## config.mk

```make
export PLATFORM = sky130hd
export DESIGN_NAME = ntsc_capture
export DESIGN_NICKNAME = d
export VERILOG_FILES = /design/src/design/ntsc_pkg.sv /design/src/design/ccir656_decoder.sv /design/src/design/raster_tracker.sv /design/src/design/pixel_pair_packer.sv /design/src/design/chroma_classifier.sv /design/src/design/ntsc_capture.sv
export SDC_FILE = /design/constraint.sdc
export NUM_CORES = 1
export LEC_CHECK = 0
export ABC_CLOCK_PERIOD_IN_PS = 2900
export BUFFER_PORTS_ARGS = -buffer_cell sky130_fd_sc_hd__buf_2
export CORE_ASPECT_RATIO = 0.7
export CORE_UTILIZATION = 52
export DETAILED_ROUTE_END_ITERATION = 10
export MAX_ROUTING_LAYER = met4
export PLACE_DENSITY_LB_ADDON = 0.08
export SLEW_MARGIN = 20
export SYNTH_ARGS = -nofsm -noshare
export SYNTH_HDL_FRONTEND = slang
export SYNTH_SLANG_ARGS = --single-unit
```

## constraint.sdc

```tcl
create_clock -name clock_27mhz -period 2.9 [get_ports clock_27mhz]
set_input_delay 0.145 -clock clock_27mhz [delete_from_list [all_inputs] [get_ports clock_27mhz]]
set_output_delay 0.145 -clock clock_27mhz [all_outputs]
set_load 0.005 [all_outputs]
```

## src/design/ntsc_pkg.sv

```systemverilog
`default_nettype none

package ntsc_pkg;

  //////////////////////////////////////////////////////////////////////
  // Widths and constants
  //////////////////////////////////////////////////////////////////////

  // One CCIR656 word on the 10-bit port and one captured component
  localparam int word_width   = 10;
  localparam int sample_width = 10;

  // Raster coordinates
  localparam int coord_x_width = 10;
  localparam int coord_y_width = 9;

  // Preamble of a timing code is 3FF 000 000
  localparam logic [word_width-1:0] code_preamble_ones = '1;
  localparam logic [word_width-1:0] code_preamble_zero = '0;

  // Lines above this are vertical blanking
  localparam logic [coord_y_width-1:0] line_limit = 9'd480;

  // Classifier thresholds on full 10-bit chroma
  localparam logic [sample_width-1:0] chroma_high = 10'd800;
  localparam logic [sample_width-1:0] chroma_low  = 10'd200;

  // Truncated widths inside a packed pixel pair
  localparam int packed_y_width = 8;
  localparam int packed_c_width = 5;

  //////////////////////////////////////////////////////////////////////
  // Shared types
  //////////////////////////////////////////////////////////////////////

  // Fourth word of a timing code, MSB first
  typedef struct packed {
    logic       one;
    logic       f;
    logic       v;
    logic       h;
    logic [3:0] protect;
    logic [1:0] pad;
  } timing_code_t;

  // Same port word, read as a sample or as a timing code
  typedef union packed {
    logic [word_width-1:0] sample;
    timing_code_t          code;
  } stream_word_u;

  typedef struct packed {
    logic [sample_width-1:0] y;
    logic [sample_width-1:0] cr;
    logic [sample_width-1:0] cb;
  } ycrcb_t;

  // Decoder output, one per Y word
  typedef struct packed {
    logic   valid;
    ycrcb_t pix;
  } pixel_beat_t;

  typedef struct packed {
    logic f;
    logic v;
    logic h;
  } sync_t;

  typedef struct packed {
    logic                     valid;
    ycrcb_t                   pix;
    logic [coord_x_width-1:0] x;
    logic [coord_y_width-1:0] y;
  } located_pixel_t;

  // 18-bit truncated pixel
  typedef struct packed {
    logic [packed_y_width-1:0] y;
    logic [packed_c_width-1:0] cr;
    logic [packed_c_width-1:0] cb;
  } pixel_half_t;

  typedef struct packed {
    pixel_half_t hi;
    pixel_half_t lo;
  } pixel_pair_t;

  // First word names Cr, second names Cb
  typedef enum logic [1:0] {
    high_high = 2'd0,
    low_high  = 2'd1,
    high_low  = 2'd2,
    low_low   = 2'd3
  } corner_e;

  typedef struct packed {
    logic                     valid;
    corner_e                  corner;
    logic [coord_x_width-1:0] x;
    logic [coord_y_width-1:0] y;
  } chroma_hit_t;

endpackage

`default_nettype wire

```

## src/design/ccir656_decoder.sv

```systemverilog
`default_nettype none

module ccir656_decoder import ntsc_pkg::*;
(
  input  logic         clock_27mhz,
  input  logic         reset,
  input  stream_word_u tv_in_ycrcb,
  output pixel_beat_t  beat,
  output sync_t        sync
);

  //////////////////////////////////////////////////////////////////////
  // Stream FSM
  //////////////////////////////////////////////////////////////////////

  // Hunt states find 3FF 000 000, then one state reads the code word
  // Last four states walk the Cb Y Cr Y group of active video
  typedef enum logic [2:0] {
    st_hunt,
    st_zero_1,
    st_zero_2,
    st_code,
    st_cb,
    st_y0,
    st_cr,
    st_y1
  } state_e;

  state_e                  state;
  timing_code_t            code_w;
  logic                    is_ones;
  logic                    is_zero;
  logic                    code_ok;
  logic                    code_sav;
  logic                    in_y;
  logic                    valid_q;
  ycrcb_t                  pix_q;
  logic [sample_width-1:0] cr_q;
  logic [sample_width-1:0] cb_q;

  assign code_w  = tv_in_ycrcb.code;
  assign is_ones = tv_in_ycrcb.sample == code_preamble_ones;
  assign is_zero = tv_in_ycrcb.sample == code_preamble_zero;

  // Protection bits are P3=V^H P2=F^H P1=F^V P0=F^V^H
  assign code_ok = code_w.one &&
                   (code_w.protect == {code_w.v ^ code_w.h,
                                       code_w.f ^ code_w.h,
                                       code_w.f ^ code_w.v,
                                       code_w.f ^ code_w.v ^ code_w.h});

  // Start of active video, either field
  assign code_sav = code_ok && !code_w.v && !code_w.h;

  assign in_y = (state == st_y0) || (state == st_y1);

  always_ff @(posedge clock_27mhz)
  begin
    if (reset)
    begin
      state <= st_hunt;
    end
    else
    begin
      unique case (state)
        st_hunt:   if (is_ones) state <= st_zero_1;
        st_zero_1: state <= is_zero ? st_zero_2 : (is_ones ? st_zero_1 : st_hunt);
        st_zero_2: state <= is_zero ? st_code : (is_ones ? st_zero_1 : st_hunt);
        // EAV, blanking and bad codes all go back to hunting
        st_code:   state <= code_sav ? st_cb : (is_ones ? st_zero_1 : st_hunt);
        // A 3FF inside the group is a new preamble, so resync on it
        st_cb:     state <= is_ones ? st_zero_1 : st_y0;
        st_y0:     state <= is_ones ? st_zero_1 : st_cr;
        st_cr:     state <= is_ones ? st_zero_1 : st_y1;
        st_y1:     state <= is_ones ? st_zero_1 : st_cb;
        default:   state <= st_hunt;
      endcase
    end
  end

  //////////////////////////////////////////////////////////////////////
  // Sync flags and beats
  //////////////////////////////////////////////////////////////////////

  // v and h pulse once per recognised code, f holds until the next one
  always_ff @(posedge clock_27mhz)
  begin
    if (reset)
    begin
      sync    <= '0;
      valid_q <= 1'b0;
    end
    else
    begin
      sync.v  <= 1'b0;
      sync.h  <= 1'b0;
      valid_q <= in_y && !is_ones;
      if (state == st_code && code_ok)
      begin
        sync <= '{f: code_w.f, v: code_w.v, h: code_w.h};
      end
    end
  end

  // Component capture, the beat pairs each Y with latest Cr and Cb
  always_ff @(posedge clock_27mhz)
  begin
    if (state == st_cb && !is_ones)
      cb_q <= tv_in_ycrcb.sample;
    if (state == st_cr && !is_ones)
      cr_q <= tv_in_ycrcb.sample;
    if (in_y && !is_ones)
      pix_q <= '{y: tv_in_ycrcb.sample, cr: cr_q, cb: cb_q};
  end

  assign beat = '{valid: valid_q, pix: pix_q};

  // Beats only ever follow a Y slot of the group
  assert property (@(posedge clock_27mhz) disable iff (reset)
    beat.valid |-> $past(state) inside {st_y0, st_y1});

endmodule

`default_nettype wire

```

## src/design/raster_tracker.sv

```systemverilog
`default_nettype none

module raster_tracker import ntsc_pkg::*;
(
  input  logic           clock_27mhz,
  input  logic           reset,
  input  pixel_beat_t    beat,
  input  sync_t          sync,
  output located_pixel_t pixel,
  output logic           frame_flag
);

  logic [coord_x_width-1:0] x;
  logic [coord_y_width-1:0] y;
  logic                     in_active;
  logic                     fired;
  logic                     pixel_valid;
  ycrcb_t                   pixel_pix;
  logic [coord_x_width-1:0] pixel_x;
  logic [coord_y_width-1:0] pixel_y;

  // Lines past the limit are vertical blanking
  assign in_active = y <= line_limit;

  //////////////////////////////////////////////////////////////////////
  // Interlaced coordinates
  //////////////////////////////////////////////////////////////////////

  always_ff @(posedge clock_27mhz)
  begin
    if (reset)
    begin
      x <= '0;
      y <= '0;
    end
    else if (sync.h)
    begin
      // Next line of the same field, h wins when both are set
      x <= '0;
      y <= y + 2'd2;
    end
    else if (sync.v)
    begin
      // Even field (f high) starts on line 0, odd field on line 1
      x <= '0;
      y <= {{(coord_y_width-1){1'b0}}, ~sync.f};
    end
    else if (beat.valid && in_active)
    begin
      x <= x + 1'b1;
    end
  end

  //////////////////////////////////////////////////////////////////////
  // Pixel gating and field start
  //////////////////////////////////////////////////////////////////////

  always_ff @(posedge clock_27mhz)
  begin
    if (reset)
    begin
      pixel_valid <= 1'b0;
      frame_flag  <= 1'b0;
      fired       <= 1'b0;
    end
    else
    begin
      pixel_valid <= beat.valid && in_active;
      frame_flag  <= 1'b0;
      // Odd field rearms the pulse
      if (!sync.f)
        fired <= 1'b0;
      else if ((sync.v || y >= line_limit) && !fired)
      begin
        frame_flag <= 1'b1;
        fired      <= 1'b1;
      end
    end
  end

  // Location of each beat is the count before the increment
  always_ff @(posedge clock_27mhz)
  begin
    if (beat.valid)
    begin
      pixel_pix <= beat.pix;
      pixel_x   <= x;
      pixel_y   <= y;
    end
  end

  assign pixel = '{valid: pixel_valid, pix: pixel_pix, x: pixel_x, y: pixel_y};

  // Every located pixel lies in the visible lines
  assert property (@(posedge clock_27mhz) disable iff (reset)
    pixel.valid |-> pixel.y <= line_limit);

endmodule

`default_nettype wire

```

## src/design/pixel_pair_packer.sv

```systemverilog
`default_nettype none

module pixel_pair_packer import ntsc_pkg::*;
(
  input  logic           clock_27mhz,
  input  logic           reset,
  input  located_pixel_t pixel,
  output pixel_pair_t    pair,
  output logic           pair_valid
);

  // Low when the next pixel goes into the low half
  logic        phase;
  pixel_half_t half;

  // Keep the top bits of each component
  assign half = '{
    y:  pixel.pix.y[sample_width-1 -: packed_y_width],
    cr: pixel.pix.cr[sample_width-1 -: packed_c_width],
    cb: pixel.pix.cb[sample_width-1 -: packed_c_width]
  };

  //////////////////////////////////////////////////////////////////////
  // Pairing
  //////////////////////////////////////////////////////////////////////

  always_ff @(posedge clock_27mhz)
  begin
    if (reset)
    begin
      phase      <= 1'b0;
      pair_valid <= 1'b0;
    end
    else
    begin
      // Pair is complete once the high half is written
      pair_valid <= pixel.valid && phase;
      if (pixel.valid)
        phase <= ~phase;
    end
  end

  always_ff @(posedge clock_27mhz)
  begin
    if (pixel.valid)
    begin
      if (phase)
        pair.hi <= half;
      else
        pair.lo <= half;
    end
  end

  // Two pixels per pair, so flags are at least two cycles apart
  assert property (@(posedge clock_27mhz) disable iff (reset)
    pair_valid |=> !pair_valid);

endmodule

`default_nettype wire

```

## src/design/chroma_classifier.sv

```systemverilog
`default_nettype none

module chroma_classifier import ntsc_pkg::*;
(
  input  logic           clock_27mhz,
  input  logic           reset,
  input  located_pixel_t pixel,
  output chroma_hit_t    hit
);

  logic                     cr_high;
  logic                     cr_low;
  logic                     cb_high;
  logic                     cb_low;
  logic                     match;
  corner_e                  corner;
  logic                     hit_valid;
  corner_e                  hit_corner;
  logic [coord_x_width-1:0] hit_x;
  logic [coord_y_width-1:0] hit_y;

  // Strict comparisons, values on a threshold fall in the middle band
  assign cr_high = pixel.pix.cr > chroma_high;
  assign cr_low  = pixel.pix.cr < chroma_low;
  assign cb_high = pixel.pix.cb > chroma_high;
  assign cb_low  = pixel.pix.cb < chroma_low;

  //////////////////////////////////////////////////////////////////////
  // Corner select
  //////////////////////////////////////////////////////////////////////

  // First match in the order hh, lh, hl, ll
  always_comb
  begin
    match  = 1'b1;
    corner = high_high;
    if (cr_high && cb_high)
      corner = high_high;
    else if (cr_low && cb_high)
      corner = low_high;
    else if (cr_high && cb_low)
      corner = high_low;
    else if (cr_low && cb_low)
      corner = low_low;
    else
      match = 1'b0;
  end

  always_ff @(posedge clock_27mhz)
  begin
    if (reset)
      hit_valid <= 1'b0;
    else
      hit_valid <= pixel.valid && match;
  end

  // Corner and location only change on a hit
  always_ff @(posedge clock_27mhz)
  begin
    if (pixel.valid && match)
    begin
      hit_corner <= corner;
      hit_x      <= pixel.x;
      hit_y      <= pixel.y;
    end
  end

  assign hit = '{valid: hit_valid, corner: hit_corner, x: hit_x, y: hit_y};

endmodule

`default_nettype wire

```

## src/design/ntsc_capture.sv

```systemverilog
`default_nettype none

module ntsc_capture import ntsc_pkg::*;
(
  input  logic         clock_27mhz,
  input  logic         reset,
  input  stream_word_u tv_in_ycrcb,
  output pixel_pair_t  ntsc_pixels,
  output logic         ntsc_flag,
  output chroma_hit_t  hit,
  output logic         frame_flag
);

  // Stage to stage buses
  pixel_beat_t    beat;
  sync_t          sync;
  located_pixel_t pixel;

  // Word stream to pixel beats and sync pulses
  ccir656_decoder i_decoder (
    .clock_27mhz (clock_27mhz),
    .reset       (reset),
    .tv_in_ycrcb (tv_in_ycrcb),
    .beat        (beat),
    .sync        (sync)
  );

  // Coordinates, blanking and field start
  raster_tracker i_tracker (
    .clock_27mhz (clock_27mhz),
    .reset       (reset),
    .beat        (beat),
    .sync        (sync),
    .pixel       (pixel),
    .frame_flag  (frame_flag)
  );

  // Packer and classifier run side by side on the same pixels
  pixel_pair_packer i_packer (
    .clock_27mhz (clock_27mhz),
    .reset       (reset),
    .pixel       (pixel),
    .pair        (ntsc_pixels),
    .pair_valid  (ntsc_flag)
  );

  chroma_classifier i_classifier (
    .clock_27mhz (clock_27mhz),
    .reset       (reset),
    .pixel       (pixel),
    .hit         (hit)
  );

endmodule

`default_nettype wire

```

-- Word-level counts from Yosys, hierarchy flattened
Index checks and enable logic that the tools add are counted.
- bits in registers: 188
- input port bits: 12
- word-level logic and storage cells: 108
- $add $sub $neg: 2
- $lt $le $gt $ge: 6
- equal/unequal tests: 10
- muxes and demuxes: 20
- bitwise gates (word level): 7
- reductions and logical operators: 30
- operator list (kind ; number):
    two-way mux 3 bit ; 8
    case mux 3 bit (8 select lines) ; 1
    > comparator 10 bit, second input constant ; 2
    < comparator 10 x 8 -> 1 bit, second input constant ; 2
    two-way mux 9 bit ; 2
    logical AND 1 bit ; 15
    == test 3 bit, second input constant ; 4
    adder 10 x 1 -> 10 bit, second input constant ; 1
    == test 10 bit, second input constant ; 1
    logical NOT 10 bit ; 1
    adder 9 x 2 -> 9 bit, second input constant ; 1
    >= comparator 9 bit, second input constant ; 1
    less-or-equal comparator 9 bit, second input constant ; 1
    two-way mux 1 bit ; 7
    == test 3 x 2 -> 1 bit, second input constant ; 2
    OR reduction 2 bit ; 3
    == test 4 bit ; 1
    logical NOT 1 bit ; 4
    two-way mux 2 bit ; 2
    AND reduction 2 bit ; 2
    bitwise XOR 1 bit ; 4
    == test 3 x 1 -> 1 bit, second input constant ; 1
    logical NOT 3 bit ; 1
    inverter 1 bit ; 3
    4 further kinds ; 5

-- Logic depth before layout (Yosys ltp)
- depth in word-level cells: 8
- depth in mapped cells: 6

-- Cells and area by module
Synthesis repeated with hierarchy kept, for this count alone.
- cell total of the unflattened synthesis: 348
- area, all modules: 6363.6 um^2
- modules (own cells, without submodules) (module ; times used ; cells each ; area each (um^2) ; sequential area each (um^2)):
    raster_tracker ; 1 ; 163 ; 2474.9 ; 1911.8
    ccir656_decoder ; 1 ; 99 ; 1930.6 ; 1641.6
    pixel_pair_packer ; 1 ; 43 ; 1164.9 ; 1121.1
    chroma_classifier ; 1 ; 43 ; 793.3 ; 650.6

-- Least setup slack after synthesis
OpenSTA, ideal clock, no wires.
- path type: flip-flop to flip-flop
- start: register i_tracker.pixel_pix, in the netlist i_tracker.pixel[34]
- end: register i_classifier.hit_corner[0], enable pin
- arrival: 2.012 ns
- required time: 2.501 ns
- setup slack: 0.489 ns
- stages on the path, launching flop included: 5
- clock period less this slack: 2.411 ns
- cell sequence: edfxtp_1 o311a_1 nor3_1 o22ai_1 nor2_1
- word-level cells in the longest chain between the ends: 7
- elaborated cells between the ends (all ways): 11
- classes of those cells: 2 x order compare; 4 x mux; 5 x reduce/logical
- ends and longest elaborated chain (what ; RTL line ; source):
    start: declaration ; raster_tracker.sv:18 ; ycrcb_t pixel_pix;
    start signal: assignment ; raster_tracker.sv:86 ; pixel_pix <= beat.pix;
    < comparator 10 x 8 -> 1 bit ; chroma_classifier.sv:24 ; assign cr_low = pixel.pix.cr < chroma_low;
    logical AND 1 bit ; chroma_classifier.sv:43 ; else if (cr_low && cb_low)
    two-way mux 1 bit ; chroma_classifier.sv:43 ;
    two-way mux 1 bit ; chroma_classifier.sv:41 ; else if (cr_high && cb_low)
    two-way mux 1 bit ; chroma_classifier.sv:39 ; else if (cr_low && cb_high)
    two-way mux 1 bit * ; chroma_classifier.sv:37 ; if (cr_high && cb_high)
    logical AND 1 bit * ; chroma_classifier.sv:60 ; if (pixel.valid && match)
    end signal: assignment ; chroma_classifier.sv:62 ; hit_corner <= corner;
    end: declaration ; chroma_classifier.sv:18 ; corner_e hit_corner;
Every way passes the cells marked *; elsewhere a longest branch is shown, timed or not.
A chain may end at the register's enable or synchronous reset.

-- Final worst setup path
- start: register i_tracker.pixel_pix, in the netlist i_tracker.pixel[24]
- end: register i_classifier.hit_y[3], enable pin
- word-level cells in the longest chain between the ends: 7
- elaborated cells between the ends (all ways): 11
- classes of those cells: 2 x order compare; 4 x mux; 5 x reduce/logical
- ends and longest elaborated chain (what ; RTL line ; source):
    < comparator 10 x 8 -> 1 bit ; chroma_classifier.sv:26 ; assign cb_low = pixel.pix.cb < chroma_low;
    logical AND 1 bit ; chroma_classifier.sv:43 ;
    two-way mux 1 bit ; chroma_classifier.sv:43 ;
    two-way mux 1 bit ; chroma_classifier.sv:41 ;
    two-way mux 1 bit ; chroma_classifier.sv:39 ;
    two-way mux 1 bit * ; chroma_classifier.sv:37 ;
    logical AND 1 bit * ; chroma_classifier.sv:60 ;
    end signal: assignment ; chroma_classifier.sv:64 ; hit_y <= pixel.y;
    end: declaration ; chroma_classifier.sv:20 ; logic [coord_y_width-1:0] hit_y;
Marked as above.

==> metrics.md <==
| Metric | Value |
|---|---|
| Run status | complete, no violations |
| Die X | 132 um |
| Final Cycle Share | 0.856 |
| Final hold vios | 0 |
| I/O Pins | 72 |
| Total Power | 5.03 mW |
| Upper clock frequency limit | 0.403 GHz |
| Crit path to | i_classifier.hit_y[3]$_DFFE_PP_ |
| Net count, final | 454 |
| Final global-route overflow total | 0 |
| Leading cell type in the layout, fill and taps excluded | edfxtp_1 |
| FF-to-FF End | i_classifier.hit_y[3]$_DFFE_PP_ |
| Fin Setup TNS | 0 ns |
| Post-synthesis sequential area ratio | 0.841 |
| Max layer used | met4 |
| Std-Cell Rows | 32 |
| VDD IR max | 0.430 mV |
| CTS tree | yes |
| Rel. slew slack | 0.313 |
| Most used DFF post-synth | edfxtp_1 |
| First-pass iteration count of the detailed router | 4 |
| Post-CTS setup buffer count | 0 |
| Cells along the critical path | o311a_1, nor3_1, o22ai_1, nor2_2 |
| Clk sinks | 184 |
| Drc violations | 0 |
| Post-synth top area cell | edfxtp_1 |
| H-tree levels | 4 |
| P_int | 4.00 mW |
| Metal3 WL | 378 um |
| Diodes inserted | 0 |
| Max clock buf depth | 2 |
| RSZ-0062 raised after global routing | no |
| FFs w/ async S/R, synth | 0 |
| Total GRT Usage | 0.179 |
| Routed WL | 9.79 mm |
| Routed length on met2 | 4.30 mm |
| Synth top area cells | edfxtp_1 (74%), dfxtp_1 (10%), nor2_1 (1.8%), xor2_1 (1.6%), nand4_1 (1.0%) |
| Worst slew pin tran | 1.03 ns |
| Later-pin clock latency in the skew report | 0.42 ns |
| WS Path Type | flop to flop |
| Cell variety after synth | 41 |
| Fin Clk Skew | 0.00943 ns |
| Buf+Inv Stages, Crit Path | 0 |
| Mapped Nets | 361 |
| DIE HEIGHT | 93.3 um |
| Vias | 3089 |
| Critical Path AT | 2.52 ns |
| Worst min path class | primary input to flop |
| Clock power frac | 0.428 |
| Fill cell count | 815 |
| Worst R2R Path Depth | 4 |
| Routed wire per std cell | 16.2 um |
| Leak | 2.57 nW |
| Mean post-synth cell area | 17.9 um2 |
| RePlAce Congestion | 0.744 |
| Core area | 0.0113 mm2 |
| Setup violations, final | 0 |
| Synth top area share | 0.738 |
| Most frequent cells in the layout | edfxtp_1 (152), buf_2 (71), dfxtp_1 (31) |
| Area of the multi-input gates | 932 um2 |
| Crit path depth | 4 |
| Number of port buffers | 71 |
| Crit. End Element | flop |
| Starting Density | 0.548 |
| Comb power frac | 0.010 |
| Register Area | 0.00521 mm2 |
| Largest net degree at the start of global routing | 30 |
| Largest stage delay on the critical path | 0.81 ns |
| Switching share of power | 0.205 |
| PD cells | 684 mW/mm2 |
| Crit start category | flop |
| Yosys reg bits | 184 |
| First-pass GRT wire length | 15.4 mm |
| Cell family with most CP delay | simple AND/OR/NAND/NOR gates |
| Tmin final | 2.48 ns |
| Yosys warns | 0 |
| Initial antenna violation count | 0 |
| Share of cells above drive strength 1 | 0.266 |
| Cells after Synth | 345 |
| Slew Limit Fails | 0 |
| Psw | 1.03 mW |
| Reg clk slew, reported paths | 0.07 ns |
| Worst reg-to-reg setup slack | 0.42 ns |
| Max Cap Violations | 0 |
| Vias per inst | 5.11 |
| DRT iter0 DRCs | 179 |
| Number of global-route vias before repair | 2919 |
| Post-synth EDFFs | 152 |
| DP Wirelength | 6.40 mm |
| CP required | 2.94 ns |
| Critical Path Fanout Max | 21 |
| Seq pwr share | 0.561 |
| Hold path depth | 1 |
| Mapped cell area | 0.00619 mm2 |
| Num CTS Buffers | 17 |
| R2r startpoint | i_tracker.pixel[24]$_DFFE_PP_ |
| Clk root buf | clkbuf_16 |
| Die outline area | 0.0123 mm2 |
| Crit path launch | i_tracker.pixel[24]$_DFFE_PP_ |
| Metal-1 WL | 5.05 mm |
| Slowest CP cell | nor2_2 |
| Final ANT Viol Nets | 0 |
| Area growth, synth to finish | 18.8% |
==> metal layers <==
layer  track usage  vias to the layer above
li1              -                     1510
met1         0.244                     1501
met2         0.250                       74
met3        0.0623                        4
met4        0.0632                        0
met5             -                        -
==> what timing repair did <==
item | CTS | global route
hold buffers | 2 | 0
endpoints found under the hold margin | 4 | 0
gates resized for setup | 0 | 0
==> synth_stat cells, types with 4 or more instances <==
| cell | number |
|---|---|
| dfxtp_1 | 32 |
| nand4_1 | 10 |
| nand3_1 | 8 |
| edfxtp_1 | 152 |
| nor3_1 | 10 |
| nand2_1 | 13 |
| nor2_1 | 29 |
| inv_1 | 7 |
| a21oi_1 | 11 |
| ha_1 | 4 |
| and3_1 | 5 |
| o21ai_0 | 4 |
| xnor2_1 | 4 |
| xor2_1 | 11 |
==> area by class of cell <==
class,count,area share
clock inverters,14,0.0172
flip-flops and latches,184,0.708
repair buffers,80,0.0582
multi-input cells,148,0.127
inverters,7,0.00358
clock buffers,18,0.0598
well taps,153,0.0260
==> worst min-delay path by stage <==
| stage | from | endpoint | slack (ns) |
|---|---|---|---|
| floorplan | tv_in_ycrcb[2] | i_decoder.beat[22]$_DFFE_PP_ | 0.24 |
| global placement | tv_in_ycrcb[1] | i_decoder.cr_q[1]$_DFFE_PP_ | 0.40 |
| detailed placement | tv_in_ycrcb[0] | i_decoder.cb_q[0]$_DFFE_PP_ | 0.40 |
| CTS | tv_in_ycrcb[2] | i_decoder.beat[22]$_DFFE_PP_ | 0.003 |
| global route | tv_in_ycrcb[9] | i_decoder.beat[29]$_DFFE_PP_ | 0.01 |
| finish | tv_in_ycrcb[9] | i_decoder.beat[29]$_DFFE_PP_ | 0.02 |
==> flip-flops by register name, indices dropped and copies added (netlist names), 10 cells and up <==
register and count:
i_classifier.hit_x 10, i_decoder.beat 28, i_decoder.cb_q 10, i_decoder.cr_q 10, i_packer.pair 36, i_tracker.pixel 28, i_tracker.pixel_x 10, i_tracker.x 10
==> per-stage QoR <==
stage,utilization,setup WS [ns],hold WS (ns),cells,area [um2]
floorplan,-,0.489,0.244,345,6190
global placement,0.599,0.486,0.401,570,6760
detailed placement,0.599,0.393,0.401,570,6760
CTS,0.651,0.379,0.00323,604,7350
global route,0.651,0.253,0.0120,604,7350
finish,0.651,0.419,0.0232,604,7350
==> power by group through the flow <==
| stage | registers, mW | clock network [mW] | logic [mW] |
|---|---|---|---|
| after global placement | 2.88 | 0 | 0.0485 |
| final | 2.82 | 2.15 | 0.0514 |
| after detailed placement | 2.88 | 0 | 0.0492 |
| after global routing | 2.82 | 2.31 | 0.0565 |
| after floorplan | 2.88 | 0 | 0.0218 |
| after CTS | 2.82 | 2.21 | 0.0513 |
==> kinds of logic after synthesis <==
| group | Yosys count | synth area share |
|---|---|---|
| buffers and inverters | 13 | 0.00870 |
| adder cells (fa/ha/maj) | 4 | 0.00809 |
| XOR/XNOR | 15 | 0.0212 |
| flip-flops | 184 | 0.841 |
| AND/OR/NAND/NOR | 94 | 0.0787 |
| multiplexers | 5 | 0.00870 |
| AO/OA/AOI/OAI | 30 | 0.0332 |
Note: power is estimated with default switching activity, not from simulation.
